<file path="src/include/vmem_params.svh">
// Lane count, credit count and queue depth; credits and queue depth must be powers of two
`ifndef VMEM_PARAMS_SVH
`define VMEM_PARAMS_SVH

// Vector lanes per micro-op
`define VMEM_NUM_LANES 4

// Credits the data memory grants at reset, also the max requests in flight
`define VMEM_CREDITS 4

// Scalar access queue entries
`define VMEM_SQ_DEPTH 4

`endif

</file>
<file path="src/rtl/dbus_pkg.sv">
// Data-bus types; load types use the RV32 funct3 encoding, responses return in request order
`default_nettype none

`include "vmem_params.svh"

package dbus_pkg;

    typedef enum logic [2:0] {
        LB  = 3'b000,
        LH  = 3'b001,
        LW  = 3'b010,
        LBU = 3'b100,
        LHU = 3'b101
    } load_type_t;

    // Where a load response goes; a scalar load keeps its byte offset in boff[0]
    typedef struct packed {
        logic                                 vec;
        logic                                 last;  // Last request of a vector micro-op
        logic [`VMEM_NUM_LANES-1:0]           lanes;
        logic [`VMEM_NUM_LANES-1:0][1:0]      boff;
    } rsp_dest_t;

endpackage

`default_nettype wire

</file>
<file path="src/rtl/vlane_pkg.sv">
// Vector element types; only EEW 8, 16 and 32 are legal, and words are little endian
`default_nettype none

package vlane_pkg;

    typedef enum logic [1:0] {
        EEW8  = 2'd0,
        EEW16 = 2'd1,
        EEW32 = 2'd2
    } veew_t;

    typedef enum logic [1:0] {
        VM_UNIT    = 2'd0,
        VM_STRIDED = 2'd1,
        VM_INDEXED = 2'd2
    } vmode_t;

    // One memory word, read as bytes or as halfwords
    typedef union packed {
        logic [3:0][7:0]  b;
        logic [1:0][15:0] h;
    } load_word_u;

    // Byte enables of one element at byte offset zero
    function automatic logic [3:0] eew_be(veew_t eew);
        case (eew)
            EEW8:    return 4'b0001;
            EEW16:   return 4'b0011;
            default: return 4'b1111;
        endcase
    endfunction

endpackage

`default_nettype wire

</file>
<file path="src/rtl/load_store_controller.sv">
// Memory must return load data in request order; credit count must be a power of two
`default_nettype none

`include "vmem_params.svh"

module load_store_controller import vlane_pkg::*, dbus_pkg::*; (
    input  logic                                CLK,
    input  logic                                reset,
    input  logic                                vreq_valid,
    output logic                                vreq_ready,
    input  logic [29:0]                         vreq_addr,
    input  logic                                vreq_store,
    input  veew_t                               vreq_eew,
    input  logic [31:0]                         vreq_wdata,
    input  logic [3:0]                          vreq_byte_en,
    input  logic [`VMEM_NUM_LANES-1:0]          vreq_lanes,
    input  logic [`VMEM_NUM_LANES-1:0][1:0]     vreq_boff,
    input  logic                                vreq_last,
    input  logic                                qreq_valid,
    output logic                                qreq_ready,
    input  logic [31:0]                         qreq_addr,
    input  logic                                qreq_store,
    input  logic [31:0]                         qreq_wdata,
    input  logic [3:0]                          qreq_be,
    input  load_type_t                          qreq_type,
    input  logic [4:0]                          qreq_rd,
    output logic                                mem_req,
    output logic [29:0]                         mem_addr,
    output logic                                mem_we,
    output logic [31:0]                         mem_wdata,
    output logic [3:0]                          mem_be,
    input  logic                                mem_credit,
    input  logic                                mem_rsp_valid,
    input  logic [31:0]                         mem_rsp_data,
    output logic                                sload_valid,
    output logic [31:0]                         sload_data,
    output logic [4:0]                          sload_rd,
    output logic                                vwb_valid,
    output logic [`VMEM_NUM_LANES-1:0][31:0]    vwb_data,
    output logic [`VMEM_NUM_LANES-1:0]          vwb_mask
);

    localparam int N  = `VMEM_NUM_LANES;
    localparam int C  = `VMEM_CREDITS;
    localparam int CW = $clog2(C + 1);

    logic [CW-1:0]          credits, ff_count;
    logic                   prio_vec, has_credit, ff_full, grant_v, grant_q, push, pop;
    rsp_dest_t              dest_q [C];
    load_type_t             type_q [C];
    logic [4:0]             rd_q [C];
    logic [$clog2(C)-1:0]   wr_ptr, rd_ptr;
    rsp_dest_t              push_dest, head;
    load_type_t             push_type;
    load_word_u             rsp_word;
    logic [N-1:0]           acc;

    // Vector elements come back zero extended
    function automatic load_type_t eew_type(veew_t eew);
        case (eew)
            EEW8:    return LBU;
            EEW16:   return LHU;
            default: return LW;
        endcase
    endfunction

    function automatic logic [31:0] extract(load_word_u w, load_type_t t, logic [1:0] off);
        case (t)
            LB:      return {{24{w.b[off][7]}}, w.b[off]};
            LBU:     return {24'h0, w.b[off]};
            LH:      return {{16{w.h[off[1]][15]}}, w.h[off[1]]};
            LHU:     return {16'h0, w.h[off[1]]};
            default: return w.b;
        endcase
    endfunction

    assign has_credit = credits != 0;
    assign ff_full = ff_count == C;  // Loads also wait for a free tag slot

    // Round robin, the loser of a tie gets priority next
    assign grant_v = vreq_valid && has_credit && (vreq_store || !ff_full)
                     && (prio_vec || !qreq_valid);
    assign grant_q = qreq_valid && has_credit && (qreq_store || !ff_full) && !grant_v;
    assign vreq_ready = grant_v;
    assign qreq_ready = grant_q;

    assign mem_req   = grant_v || grant_q;
    assign mem_addr  = grant_v ? vreq_addr : qreq_addr[31:2];
    assign mem_we    = grant_v ? vreq_store : qreq_store;
    assign mem_wdata = grant_v ? vreq_wdata : qreq_wdata;
    assign mem_be    = grant_v ? vreq_byte_en : qreq_be;

    always_comb begin
        push_dest.vec   = grant_v;
        push_dest.last  = grant_v && vreq_last;
        push_dest.lanes = grant_v ? vreq_lanes : '0;
        push_dest.boff  = grant_v ? vreq_boff : {{(N-1){2'b00}}, qreq_addr[1:0]};
        push_type = grant_v ? eew_type(vreq_eew) : qreq_type;
    end

    assign push = mem_req && !mem_we;
    assign pop  = mem_rsp_valid;
    assign head = dest_q[rd_ptr];
    assign rsp_word = mem_rsp_data;

    always_ff @(posedge CLK) begin
        if (reset) begin
            credits <= CW'(C);
            prio_vec <= 1'b0;
            wr_ptr <= '0;
            rd_ptr <= '0;
            ff_count <= '0;
            sload_valid <= 1'b0;
            vwb_valid <= 1'b0;
            acc <= '0;
        end else begin
            credits <= credits - CW'(mem_req) + CW'(mem_credit);
            if (grant_v) prio_vec <= 1'b0;
            else if (grant_q) prio_vec <= 1'b1;
            if (push) wr_ptr <= wr_ptr + 1'b1;
            if (pop) rd_ptr <= rd_ptr + 1'b1;
            ff_count <= ff_count + CW'(push) - CW'(pop);
            sload_valid <= pop && !head.vec;
            vwb_valid <= pop && head.vec && head.last;
            if (pop && head.vec) acc <= head.last ? '0 : acc | head.lanes;
        end
    end

    always_ff @(posedge CLK) begin
        if (push) begin
            dest_q[wr_ptr] <= push_dest;
            type_q[wr_ptr] <= push_type;
            rd_q[wr_ptr]   <= qreq_rd;
        end
        if (pop && !head.vec) begin
            sload_data <= extract(rsp_word, type_q[rd_ptr], head.boff[0]);
            sload_rd   <= rd_q[rd_ptr];
        end
        if (pop && head.vec) begin
            for (int i = 0; i < N; i++) begin
                if (head.lanes[i]) vwb_data[i] <= extract(rsp_word, type_q[rd_ptr], head.boff[i]);
            end
            if (head.last) vwb_mask <= acc | head.lanes;
        end
    end

    // Memory returns no more credits than it granted
    assert property (@(posedge CLK) disable iff (reset) credits <= CW'(C));

    // Every response matches an issued load
    assert property (@(posedge CLK) disable iff (reset) mem_rsp_valid |-> ff_count != 0);

endmodule

`default_nettype wire

</file>
<file path="src/rtl/scalar_access_queue.sv">
// Circular FIFO of scalar accesses; depth must be a power of two, misaligned accesses unsupported
`default_nettype none

`include "vmem_params.svh"

module scalar_access_queue import dbus_pkg::*; (
    input  logic        CLK,
    input  logic        reset,
    input  logic        sreq_valid,
    output logic        sreq_ready,
    input  logic        sreq_store,
    input  logic [31:0] sreq_addr,
    input  logic [31:0] sreq_wdata,
    input  load_type_t  sreq_type,
    input  logic [4:0]  sreq_rd,
    output logic        qreq_valid,
    input  logic        qreq_ready,
    output logic [31:0] qreq_addr,
    output logic        qreq_store,
    output logic [31:0] qreq_wdata,
    output logic [3:0]  qreq_be,
    output load_type_t  qreq_type,
    output logic [4:0]  qreq_rd
);

    localparam int D = `VMEM_SQ_DEPTH;

    logic [31:0]            addr_q [D];
    logic                   store_q [D];
    logic [31:0]            wdata_q [D];
    logic [3:0]             be_q [D];
    load_type_t             type_q [D];
    logic [4:0]             rd_q [D];
    logic [$clog2(D)-1:0]   wr_ptr, rd_ptr;
    logic [$clog2(D+1)-1:0] count;
    logic                   push, pop;
    logic [3:0]             be_in;

    assign sreq_ready = count != D;
    assign push = sreq_valid && sreq_ready;
    assign pop  = qreq_valid && qreq_ready;

    always_comb begin
        case (sreq_type[1:0])
            2'b00:   be_in = 4'b0001 << sreq_addr[1:0];
            2'b01:   be_in = 4'b0011 << sreq_addr[1:0];
            default: be_in = 4'b1111;
        endcase
    end

    always_ff @(posedge CLK) begin
        if (reset) begin
            wr_ptr <= '0;
            rd_ptr <= '0;
            count <= '0;
        end else begin
            if (push) wr_ptr <= wr_ptr + 1'b1;
            if (pop) rd_ptr <= rd_ptr + 1'b1;
            count <= count + push - pop;
        end
    end

    always_ff @(posedge CLK) begin
        if (push) begin
            addr_q[wr_ptr]  <= sreq_addr;
            store_q[wr_ptr] <= sreq_store;
            wdata_q[wr_ptr] <= sreq_wdata << {sreq_addr[1:0], 3'b000};  // To byte lane
            be_q[wr_ptr]    <= be_in;
            type_q[wr_ptr]  <= sreq_type;
            rd_q[wr_ptr]    <= sreq_rd;
        end
    end

    assign qreq_valid = count != 0;
    assign qreq_addr  = addr_q[rd_ptr];
    assign qreq_store = store_q[rd_ptr];
    assign qreq_wdata = wdata_q[rd_ptr];
    assign qreq_be    = be_q[rd_ptr];
    assign qreq_type  = type_q[rd_ptr];
    assign qreq_rd    = rd_q[rd_ptr];

    // Accepted access is aligned to its own width
    assert property (@(posedge CLK) disable iff (reset)
        push |-> (sreq_type[1:0] == 2'b00
                  || (sreq_type[1:0] == 2'b01 && !sreq_addr[0])
                  || sreq_addr[1:0] == 2'b00));

endmodule

`default_nettype wire

</file>
<file path="src/rtl/vector_coalescer.sv">
// One micro-op at a time; elements must be aligned to EEW, so no element crosses a word
`default_nettype none

`include "vmem_params.svh"

module vector_coalescer import vlane_pkg::*; (
    input  logic                                CLK,
    input  logic                                reset,
    input  logic                                vuop_valid,
    output logic                                vuop_ready,
    input  logic                                vuop_store,
    input  vmode_t                              vuop_mode,
    input  veew_t                               vuop_eew,
    input  logic [31:0]                         vuop_base,
    input  logic [31:0]                         vuop_stride,
    input  logic [`VMEM_NUM_LANES-1:0][31:0]    vuop_index,
    input  logic [`VMEM_NUM_LANES-1:0][31:0]    vuop_wdata,
    input  logic [`VMEM_NUM_LANES-1:0]          vuop_mask,
    output logic                                vreq_valid,
    input  logic                                vreq_ready,
    output logic [29:0]                         vreq_addr,
    output logic                                vreq_store,
    output veew_t                               vreq_eew,
    output logic [31:0]                         vreq_wdata,
    output logic [3:0]                          vreq_byte_en,
    output logic [`VMEM_NUM_LANES-1:0]          vreq_lanes,
    output logic [`VMEM_NUM_LANES-1:0][1:0]     vreq_boff,
    output logic                                vreq_last
);

    localparam int N = `VMEM_NUM_LANES;

    logic                   store_q;
    vmode_t                 mode_q;
    veew_t                  eew_q;
    logic [31:0]            base_q, stride_q;
    logic [N-1:0][31:0]     index_q, wdata_q;
    logic [N-1:0]           pending;
    logic [N-1:0][31:0]     lane_addr;
    logic [N-1:0]           group;
    logic [$clog2(N)-1:0]   lead;
    logic [3:0]             ebe, elem_be;
    logic [31:0]            shifted;

    assign ebe = eew_be(eew_q);

    always_comb begin
        for (int i = 0; i < N; i++) begin
            case (mode_q)
                VM_STRIDED: lane_addr[i] = base_q + stride_q * 32'(i);
                VM_INDEXED: lane_addr[i] = base_q + index_q[i];
                default:    lane_addr[i] = base_q + (32'(i) << eew_q);
            endcase
            vreq_boff[i] = lane_addr[i][1:0];
        end

        lead = '0;
        for (int i = N - 1; i >= 0; i--) begin
            if (pending[i]) lead = i[$clog2(N)-1:0];  // Lowest pending lane wins
        end

        vreq_wdata = '0;
        vreq_byte_en = '0;
        elem_be = '0;
        shifted = '0;
        for (int i = 0; i < N; i++) begin
            group[i] = pending[i] && (lane_addr[i][31:2] == lane_addr[lead][31:2]);
            elem_be = ebe << lane_addr[i][1:0];
            shifted = wdata_q[i] << {lane_addr[i][1:0], 3'b000};
            if (group[i]) begin
                for (int b = 0; b < 4; b++) begin
                    if (elem_be[b]) vreq_wdata[8*b +: 8] = shifted[8*b +: 8];
                end
                vreq_byte_en = vreq_byte_en | elem_be;
            end
        end
    end

    assign vreq_valid = |pending;
    assign vreq_addr  = lane_addr[lead][31:2];
    assign vreq_lanes = group;
    assign vreq_last  = (pending & ~group) == '0;
    assign vreq_store = store_q;
    assign vreq_eew   = eew_q;

    // Ready is low in reset and rises one cycle after the op drains
    always_ff @(posedge CLK) begin
        if (reset) begin
            vuop_ready <= 1'b0;
            pending <= '0;
        end else if (vuop_ready) begin
            if (vuop_valid) begin
                vuop_ready <= 1'b0;
                pending <= vuop_mask;
            end
        end else if (pending == '0) begin
            vuop_ready <= 1'b1;  // Empty mask or just out of reset
        end else if (vreq_ready) begin
            pending <= pending & ~group;
            vuop_ready <= vreq_last;
        end
    end

    always_ff @(posedge CLK) begin
        if (vuop_valid && vuop_ready) begin
            store_q  <= vuop_store;
            mode_q   <= vuop_mode;
            eew_q    <= vuop_eew;
            base_q   <= vuop_base;
            stride_q <= vuop_stride;
            index_q  <= vuop_index;
            wdata_q  <= vuop_wdata;
        end
    end

    for (genvar g = 0; g < N; g++) begin : g_align
        // Accepted op has every active element aligned to its width
        assert property (@(posedge CLK) disable iff (reset)
            (vuop_valid && vuop_ready) |=> (!pending[g] || (lane_addr[g][1:0] & ebe[2:1]) == 2'b00));
    end

endmodule

`default_nettype wire

</file>
<file path="src/rtl/vmem_stage.sv">
// Memory stage top; no flush, faults or misaligned accesses, scalar and vector share one port
`default_nettype none

`include "vmem_params.svh"

module vmem_stage import vlane_pkg::*, dbus_pkg::*; (
    input  logic                                CLK,
    input  logic                                reset,
    input  logic                                vuop_valid,
    output logic                                vuop_ready,
    input  logic                                vuop_store,
    input  vmode_t                              vuop_mode,
    input  veew_t                               vuop_eew,
    input  logic [31:0]                         vuop_base,
    input  logic [31:0]                         vuop_stride,
    input  logic [`VMEM_NUM_LANES-1:0][31:0]    vuop_index,
    input  logic [`VMEM_NUM_LANES-1:0][31:0]    vuop_wdata,
    input  logic [`VMEM_NUM_LANES-1:0]          vuop_mask,
    input  logic                                sreq_valid,
    output logic                                sreq_ready,
    input  logic                                sreq_store,
    input  logic [31:0]                         sreq_addr,
    input  logic [31:0]                         sreq_wdata,
    input  load_type_t                          sreq_type,
    input  logic [4:0]                          sreq_rd,
    output logic                                mem_req,
    output logic [29:0]                         mem_addr,
    output logic                                mem_we,
    output logic [31:0]                         mem_wdata,
    output logic [3:0]                          mem_be,
    input  logic                                mem_credit,
    input  logic                                mem_rsp_valid,
    input  logic [31:0]                         mem_rsp_data,
    output logic                                sload_valid,
    output logic [31:0]                         sload_data,
    output logic [4:0]                          sload_rd,
    output logic                                vwb_valid,
    output logic [`VMEM_NUM_LANES-1:0][31:0]    vwb_data,
    output logic [`VMEM_NUM_LANES-1:0]          vwb_mask
);

    // Coalescer to controller
    logic                               vreq_valid, vreq_ready, vreq_store, vreq_last;
    logic [29:0]                        vreq_addr;
    veew_t                              vreq_eew;
    logic [31:0]                        vreq_wdata;
    logic [3:0]                         vreq_byte_en;
    logic [`VMEM_NUM_LANES-1:0]         vreq_lanes;
    logic [`VMEM_NUM_LANES-1:0][1:0]    vreq_boff;

    // Queue to controller
    logic                               qreq_valid, qreq_ready, qreq_store;
    logic [31:0]                        qreq_addr, qreq_wdata;
    logic [3:0]                         qreq_be;
    load_type_t                         qreq_type;
    logic [4:0]                         qreq_rd;

    vector_coalescer coalescer_i (
        .CLK, .reset,
        .vuop_valid, .vuop_ready, .vuop_store, .vuop_mode, .vuop_eew,
        .vuop_base, .vuop_stride, .vuop_index, .vuop_wdata, .vuop_mask,
        .vreq_valid, .vreq_ready, .vreq_addr, .vreq_store, .vreq_eew,
        .vreq_wdata, .vreq_byte_en, .vreq_lanes, .vreq_boff, .vreq_last
    );

    scalar_access_queue queue_i (
        .CLK, .reset,
        .sreq_valid, .sreq_ready, .sreq_store, .sreq_addr, .sreq_wdata, .sreq_type, .sreq_rd,
        .qreq_valid, .qreq_ready, .qreq_addr, .qreq_store, .qreq_wdata, .qreq_be,
        .qreq_type, .qreq_rd
    );

    load_store_controller lsc_i (
        .CLK, .reset,
        .vreq_valid, .vreq_ready, .vreq_addr, .vreq_store, .vreq_eew,
        .vreq_wdata, .vreq_byte_en, .vreq_lanes, .vreq_boff, .vreq_last,
        .qreq_valid, .qreq_ready, .qreq_addr, .qreq_store, .qreq_wdata, .qreq_be,
        .qreq_type, .qreq_rd,
        .mem_req, .mem_addr, .mem_we, .mem_wdata, .mem_be,
        .mem_credit, .mem_rsp_valid, .mem_rsp_data,
        .sload_valid, .sload_data, .sload_rd,
        .vwb_valid, .vwb_data, .vwb_mask
    );

endmodule

`default_nettype wire

</file>
<file path="config.mk">
export PLATFORM = sky130hd
export DESIGN_NAME = vmem_stage
export DESIGN_NICKNAME = d
export VERILOG_FILES = /design/src/rtl/dbus_pkg.sv /design/src/rtl/vlane_pkg.sv /design/src/rtl/load_store_controller.sv /design/src/rtl/scalar_access_queue.sv /design/src/rtl/vector_coalescer.sv /design/src/rtl/vmem_stage.sv
export VERILOG_INCLUDE_DIRS = /design/src /design/src/include
export SDC_FILE = /design/constraint.sdc
export NUM_CORES = 2
export LEC_CHECK = 0
export BUFFER_PORTS_ARGS = -buffer_cell sky130_fd_sc_hd__buf_2
export CORE_AREA = 3 3 340 342
export CTS_CLUSTER_SIZE = 24
export DETAILED_ROUTE_END_ITERATION = 7
export DIE_AREA = 0 0 343 345
export PLACE_DENSITY = 0.81
export SYNTH_ARGS = -nofsm -noshare
export SYNTH_HDL_FRONTEND = slang
export SYNTH_SLANG_ARGS = --single-unit
</file>
<file path="constraint.sdc">
create_clock -name CLK -period 32.8 [get_ports CLK]
set_input_delay 6.56 -clock CLK [delete_from_list [all_inputs] [get_ports CLK]]
set_output_delay 6.56 -clock CLK [all_outputs]
set_load 0.02 [all_outputs]
</file>
==> flow_metrics.py <==
metrics = {
    "run_status": {
        "status": "finished, final reports clean",
    },
    "floorplanning": {
        "ioPinCount": 681,
        "rows": 123,
        "design.die.area_sq_mm": 0.118,
        "die_h_um": 345,
        "core_area_sq_mm": 0.113,
        "start_util_pct": 50.0,
        "die_x_um": 343,
    },
    "clock_network": {
        "cts_made_buffers": 92,
        "htree_levels": 3,
        "hold_buffers": 0,
        "cts.sinks": 923,
        "cts.reportedPaths.clkPinSlew_ns": 0.06,
        "post_cts_resized": 0,
        "cts_tree": "built",
        "worst_skew_pair.late_latency_ns": 0.69,
        "cts_buffer_depth": 3,
        "root_buffer": "clkbuf_16",
        "cts_setup_buffers": 0,
    },
    "synth": {
        "ys_seq_area_share_pct": 48.6,
        "yosys_warnings": 0,
        "syn-num-nets": 5845,
        "syn_area_sq_mm": 0.0564,
        "syn_inst": 5157,
        "ys_ff_latch": 923,
        "yosys_most_used_dff": "edfxtp_1",
        "synthArstFlopShare_pct": 0,
        "syn_avg_cell_area_sq_um": 10.9,
        "synth_edf_count": 890,
        "ys_types": 118,
    },
    "pwr": {
        "swShare_pct": 39.6,
        "power_density_mw_per_mm2": 67.8,
        "ir_worst_vdd_uv": 78.2,
        "power_frac_seq_pct": 36.5,
        "p_leak_nw": 24.3,
        "p_clk_share_pct": 23.9,
        "comb_power_share_pct": 39.6,
        "p_int_mw": 2.63,
        "switchingPower_mw": 1.72,
    },
    "grt": {
        "met2_usage_pct": 55.9,
        "grt_start_max_net_pins": 143,
        "antenna_found_initial": 50,
        "globalRouteMet1Util_pct": 52.6,
        "busiest_layer": "met2",
        "grt_pass1_wl_um": 330000,
        "gr-usage-met3_pct": 10.8,
        "first_global_vias": 45800,
        "grt_overflow_total": 0,
        "globalRouteTotalUtil_pct": 38.4,
    },
    "critical_path": {
        "crit_path_start_kind": "register",
        "cp.arrival_ns": 9.42,
        "cp.required_ns": 26.24,
        "cp_top_family": "simple AND/OR/NAND/NOR gates",
        "worst_path_max_delay_cell": "nor4_1",
        "crit_path_end_kind": "primary output",
        "reg2reg_slack_ns": 24.82,
        "crit_fanout": 62,
        "path_class": "register to primary output",
        "cp_num_buf_inv": 5,
        "critPathMaxStageDelay_ns": 0.74,
    },
    "cells_and_area": {
        "drive_above_1_share_pct": 19.8,
        "final_nets": 6400,
        "area_growth_pct": 14.0,
        "fin_cells": 7339,
        "final_core_util_pct": 57.0,
        "fillCellCount": 9465,
        "fin_area_sq_mm": 0.0643,
    },
    "sta": {
        "layout_min_cycle_time_ns": 15.98,
        "fmax_mhz": 62.6,
        "setup_ws_ns": 16.82,
        "slew_viol_final": 0,
        "setup_violations": 0,
        "slew_headroom_pct": 2.27,
        "setup_tns_ns": 0,
        "hold_viol": 0,
        "fin_crit_sh_pct": 48.7,
        "fin_skew_ns": 0.0258,
        "worst_pin_slew_ns": 1.45,
        "grt_setup_unrepaired": "false",
    },
    "route": {
        "drt_iter0_drc": 7785,
        "drc": 0,
        "wl_um": 236000,
        "wl_per_cell_um": 32.1,
        "num_vias": 49600,
        "viasPerCell": 6.76,
        "ant_nets": 0,
        "first_pass_iters": 8,
    },
    "place": {
        "post-place-ws_ns": 17.96,
        "gp_congestion": 1.08,
        "io_buffers": 680,
        "placed_cell_area_sq_mm": 0.0612,
        "dpl.cell_count": 7118,
        "hpwlAfterDp_um": 182000,
    },
    "flow_run": {
        "drv_cap": 0,
    },
    "worst_hold_path": {
        "min_path_type": "register to register",
    },
}
==> per-stage QoR <==
step,hold WS (ns),total power [mW]
2_1_floorplan,0.433,2.64
3_3_place_gp,0.438,3.25
4_1_cts,0.468,4.31
5_1_grt,0.485,4.50
3_5_place_dp,0.445,3.27
6_report,0.469,4.36
==> final timing paths <==
path,from,cells past startpoint,endpoint
worst max-delay path,coalescer_i.mode_q[0],25,mem_wdata[31]
worst max register to register,coalescer_i.mode_q[0],23,lsc_i.dest_q[0][12]
worst min-delay path,lsc_i.acc[0],1,lsc_i.acc[0]
worst min register to register,lsc_i.acc[0],1,lsc_i.acc[0]
==> cell type report <==
class / count / area, sq um / area share (%)
Multi-Input combinational cell: 3842 / 27500 / 42.9
Inverter: 98 / 369 / 0.574
Sequential cell: 923 / 27400 / 42.6
Clock inverter: 50 / 474 / 0.738
Antenna cell: 52 / 130 / 0.203
Tap cell: 1500 / 1880 / 2.92
Clock buffer: 119 / 2470 / 3.85
Timing Repair Buffer: 755 / 3990 / 6.21
==> power groups by stage <==
stage | sequential, mW | clock, mW | combinational (mW)
5_1_grt | 1.60 | 1.10 | 1.80
4_1_cts | 1.59 | 1.05 | 1.67
6_report | 1.59 | 1.04 | 1.72
3_3_place_gp | 1.60 | 0 | 1.65
2_1_floorplan | 1.63 | 0 | 1.01
3_5_place_dp | 1.61 | 0 | 1.66
==> metal layers <==
metal / share of wire (%) / vias up / wire length (um)
met5: 0.019 / - / 45
met4: 6.1 / 6 / 14400
met3: 12 / 657 / 28900
met2: 43 / 3716 / 101000
met1: 39 / 24100 / 91200
li1: - / 21100 / -
==> synthesized netlist by cell type, types with 21 or more instances <==
library cell  number  area [sq um]
o31ai_1           24           180
nor2_1           377          1420
a21oi_1          328          1640
o21ai_0          238          1190
mux2i_1          156          1560
o211ai_1          43           323
and3_1            51           319
o22ai_1           34           213
nand4_1           89           557
nor3_1           110           551
mux2_2            46           518
buf_2             44           220
a211oi_1         103           773
nand2b_1          31           194
mux4_2            97          2180
or3_1             42           263
dfxtp_1           33           661
edfxtp_1         890         26700
nand2_1          587          2200
inv_1             96           360
o21a_1            55           413
nand3_1           75           375
o21ai_1           25           125
and2_1           146           913
a21o_1            57           428
a221oi_1          32           280
a211o_1           22           193
fa_1              39           781
a221o_1           75           751
xnor2_1          114           998
nor4_1            21           131
a31oi_1           47           294
nor2b_1           51           319
xor2_1            87           762
clkbuf_1         204           766
o221ai_1          21           184
a22oi_1           49           368
ha_1             209          2620
buf_1             44           165
==> logic make-up (layout without fill, tap and decap cells) <==
family | after synthesis | count (layout) | synth area share, %
other | 0 | 52 | 0
AO/OA/AOI/OAI | 1398 | 1398 | 17.3
AND/OR/NAND/NOR | 1692 | 1692 | 14.5
adder cells (fa/ha/maj) | 248 | 248 | 6.03
multiplexers | 300 | 300 | 7.59
flip-flops | 923 | 923 | 48.6
XOR/XNOR | 204 | 204 | 3.24
buffers and inverters | 392 | 1022 | 2.72
==> sequential cells by signal, summed over array words and instances (netlist names), 16 cells and up, named ones only <==
register,count
coalescer_i.stride_q,32
lsc_i.sload_data,32
lsc_i.dest_q,56
lsc_i.vwb_data,128
queue_i.be_q,16
queue_i.addr_q,128
queue_i.rd_q,20
coalescer_i.base_q,32
coalescer_i.index_q,128
coalescer_i.wdata_q,128
queue_i.wdata_q,128
lsc_i.rd_q,20
==> layout by cell type, fill, tap and decap left out, types with 57 or more instances in the layout <==
cell,Yosys,routed
edfxtp_1,890,890
buf_2,44,680
nand2_1,587,587
nor2_1,377,376
a21oi_1,328,328
o21ai_0,238,238
ha_1,209,207
mux2i_1,156,153
and2_1,146,145
xnor2_1,114,114
nor3_1,110,109
a211oi_1,103,103
mux4_2,97,97
inv_1,96,95
clkbuf_16,0,93
nand4_1,89,89
xor2_1,87,87
a221o_1,75,75
nand3_1,75,75
buf_4,2,73
a21o_1,57,57
Power figures use the tool's default switching activity.
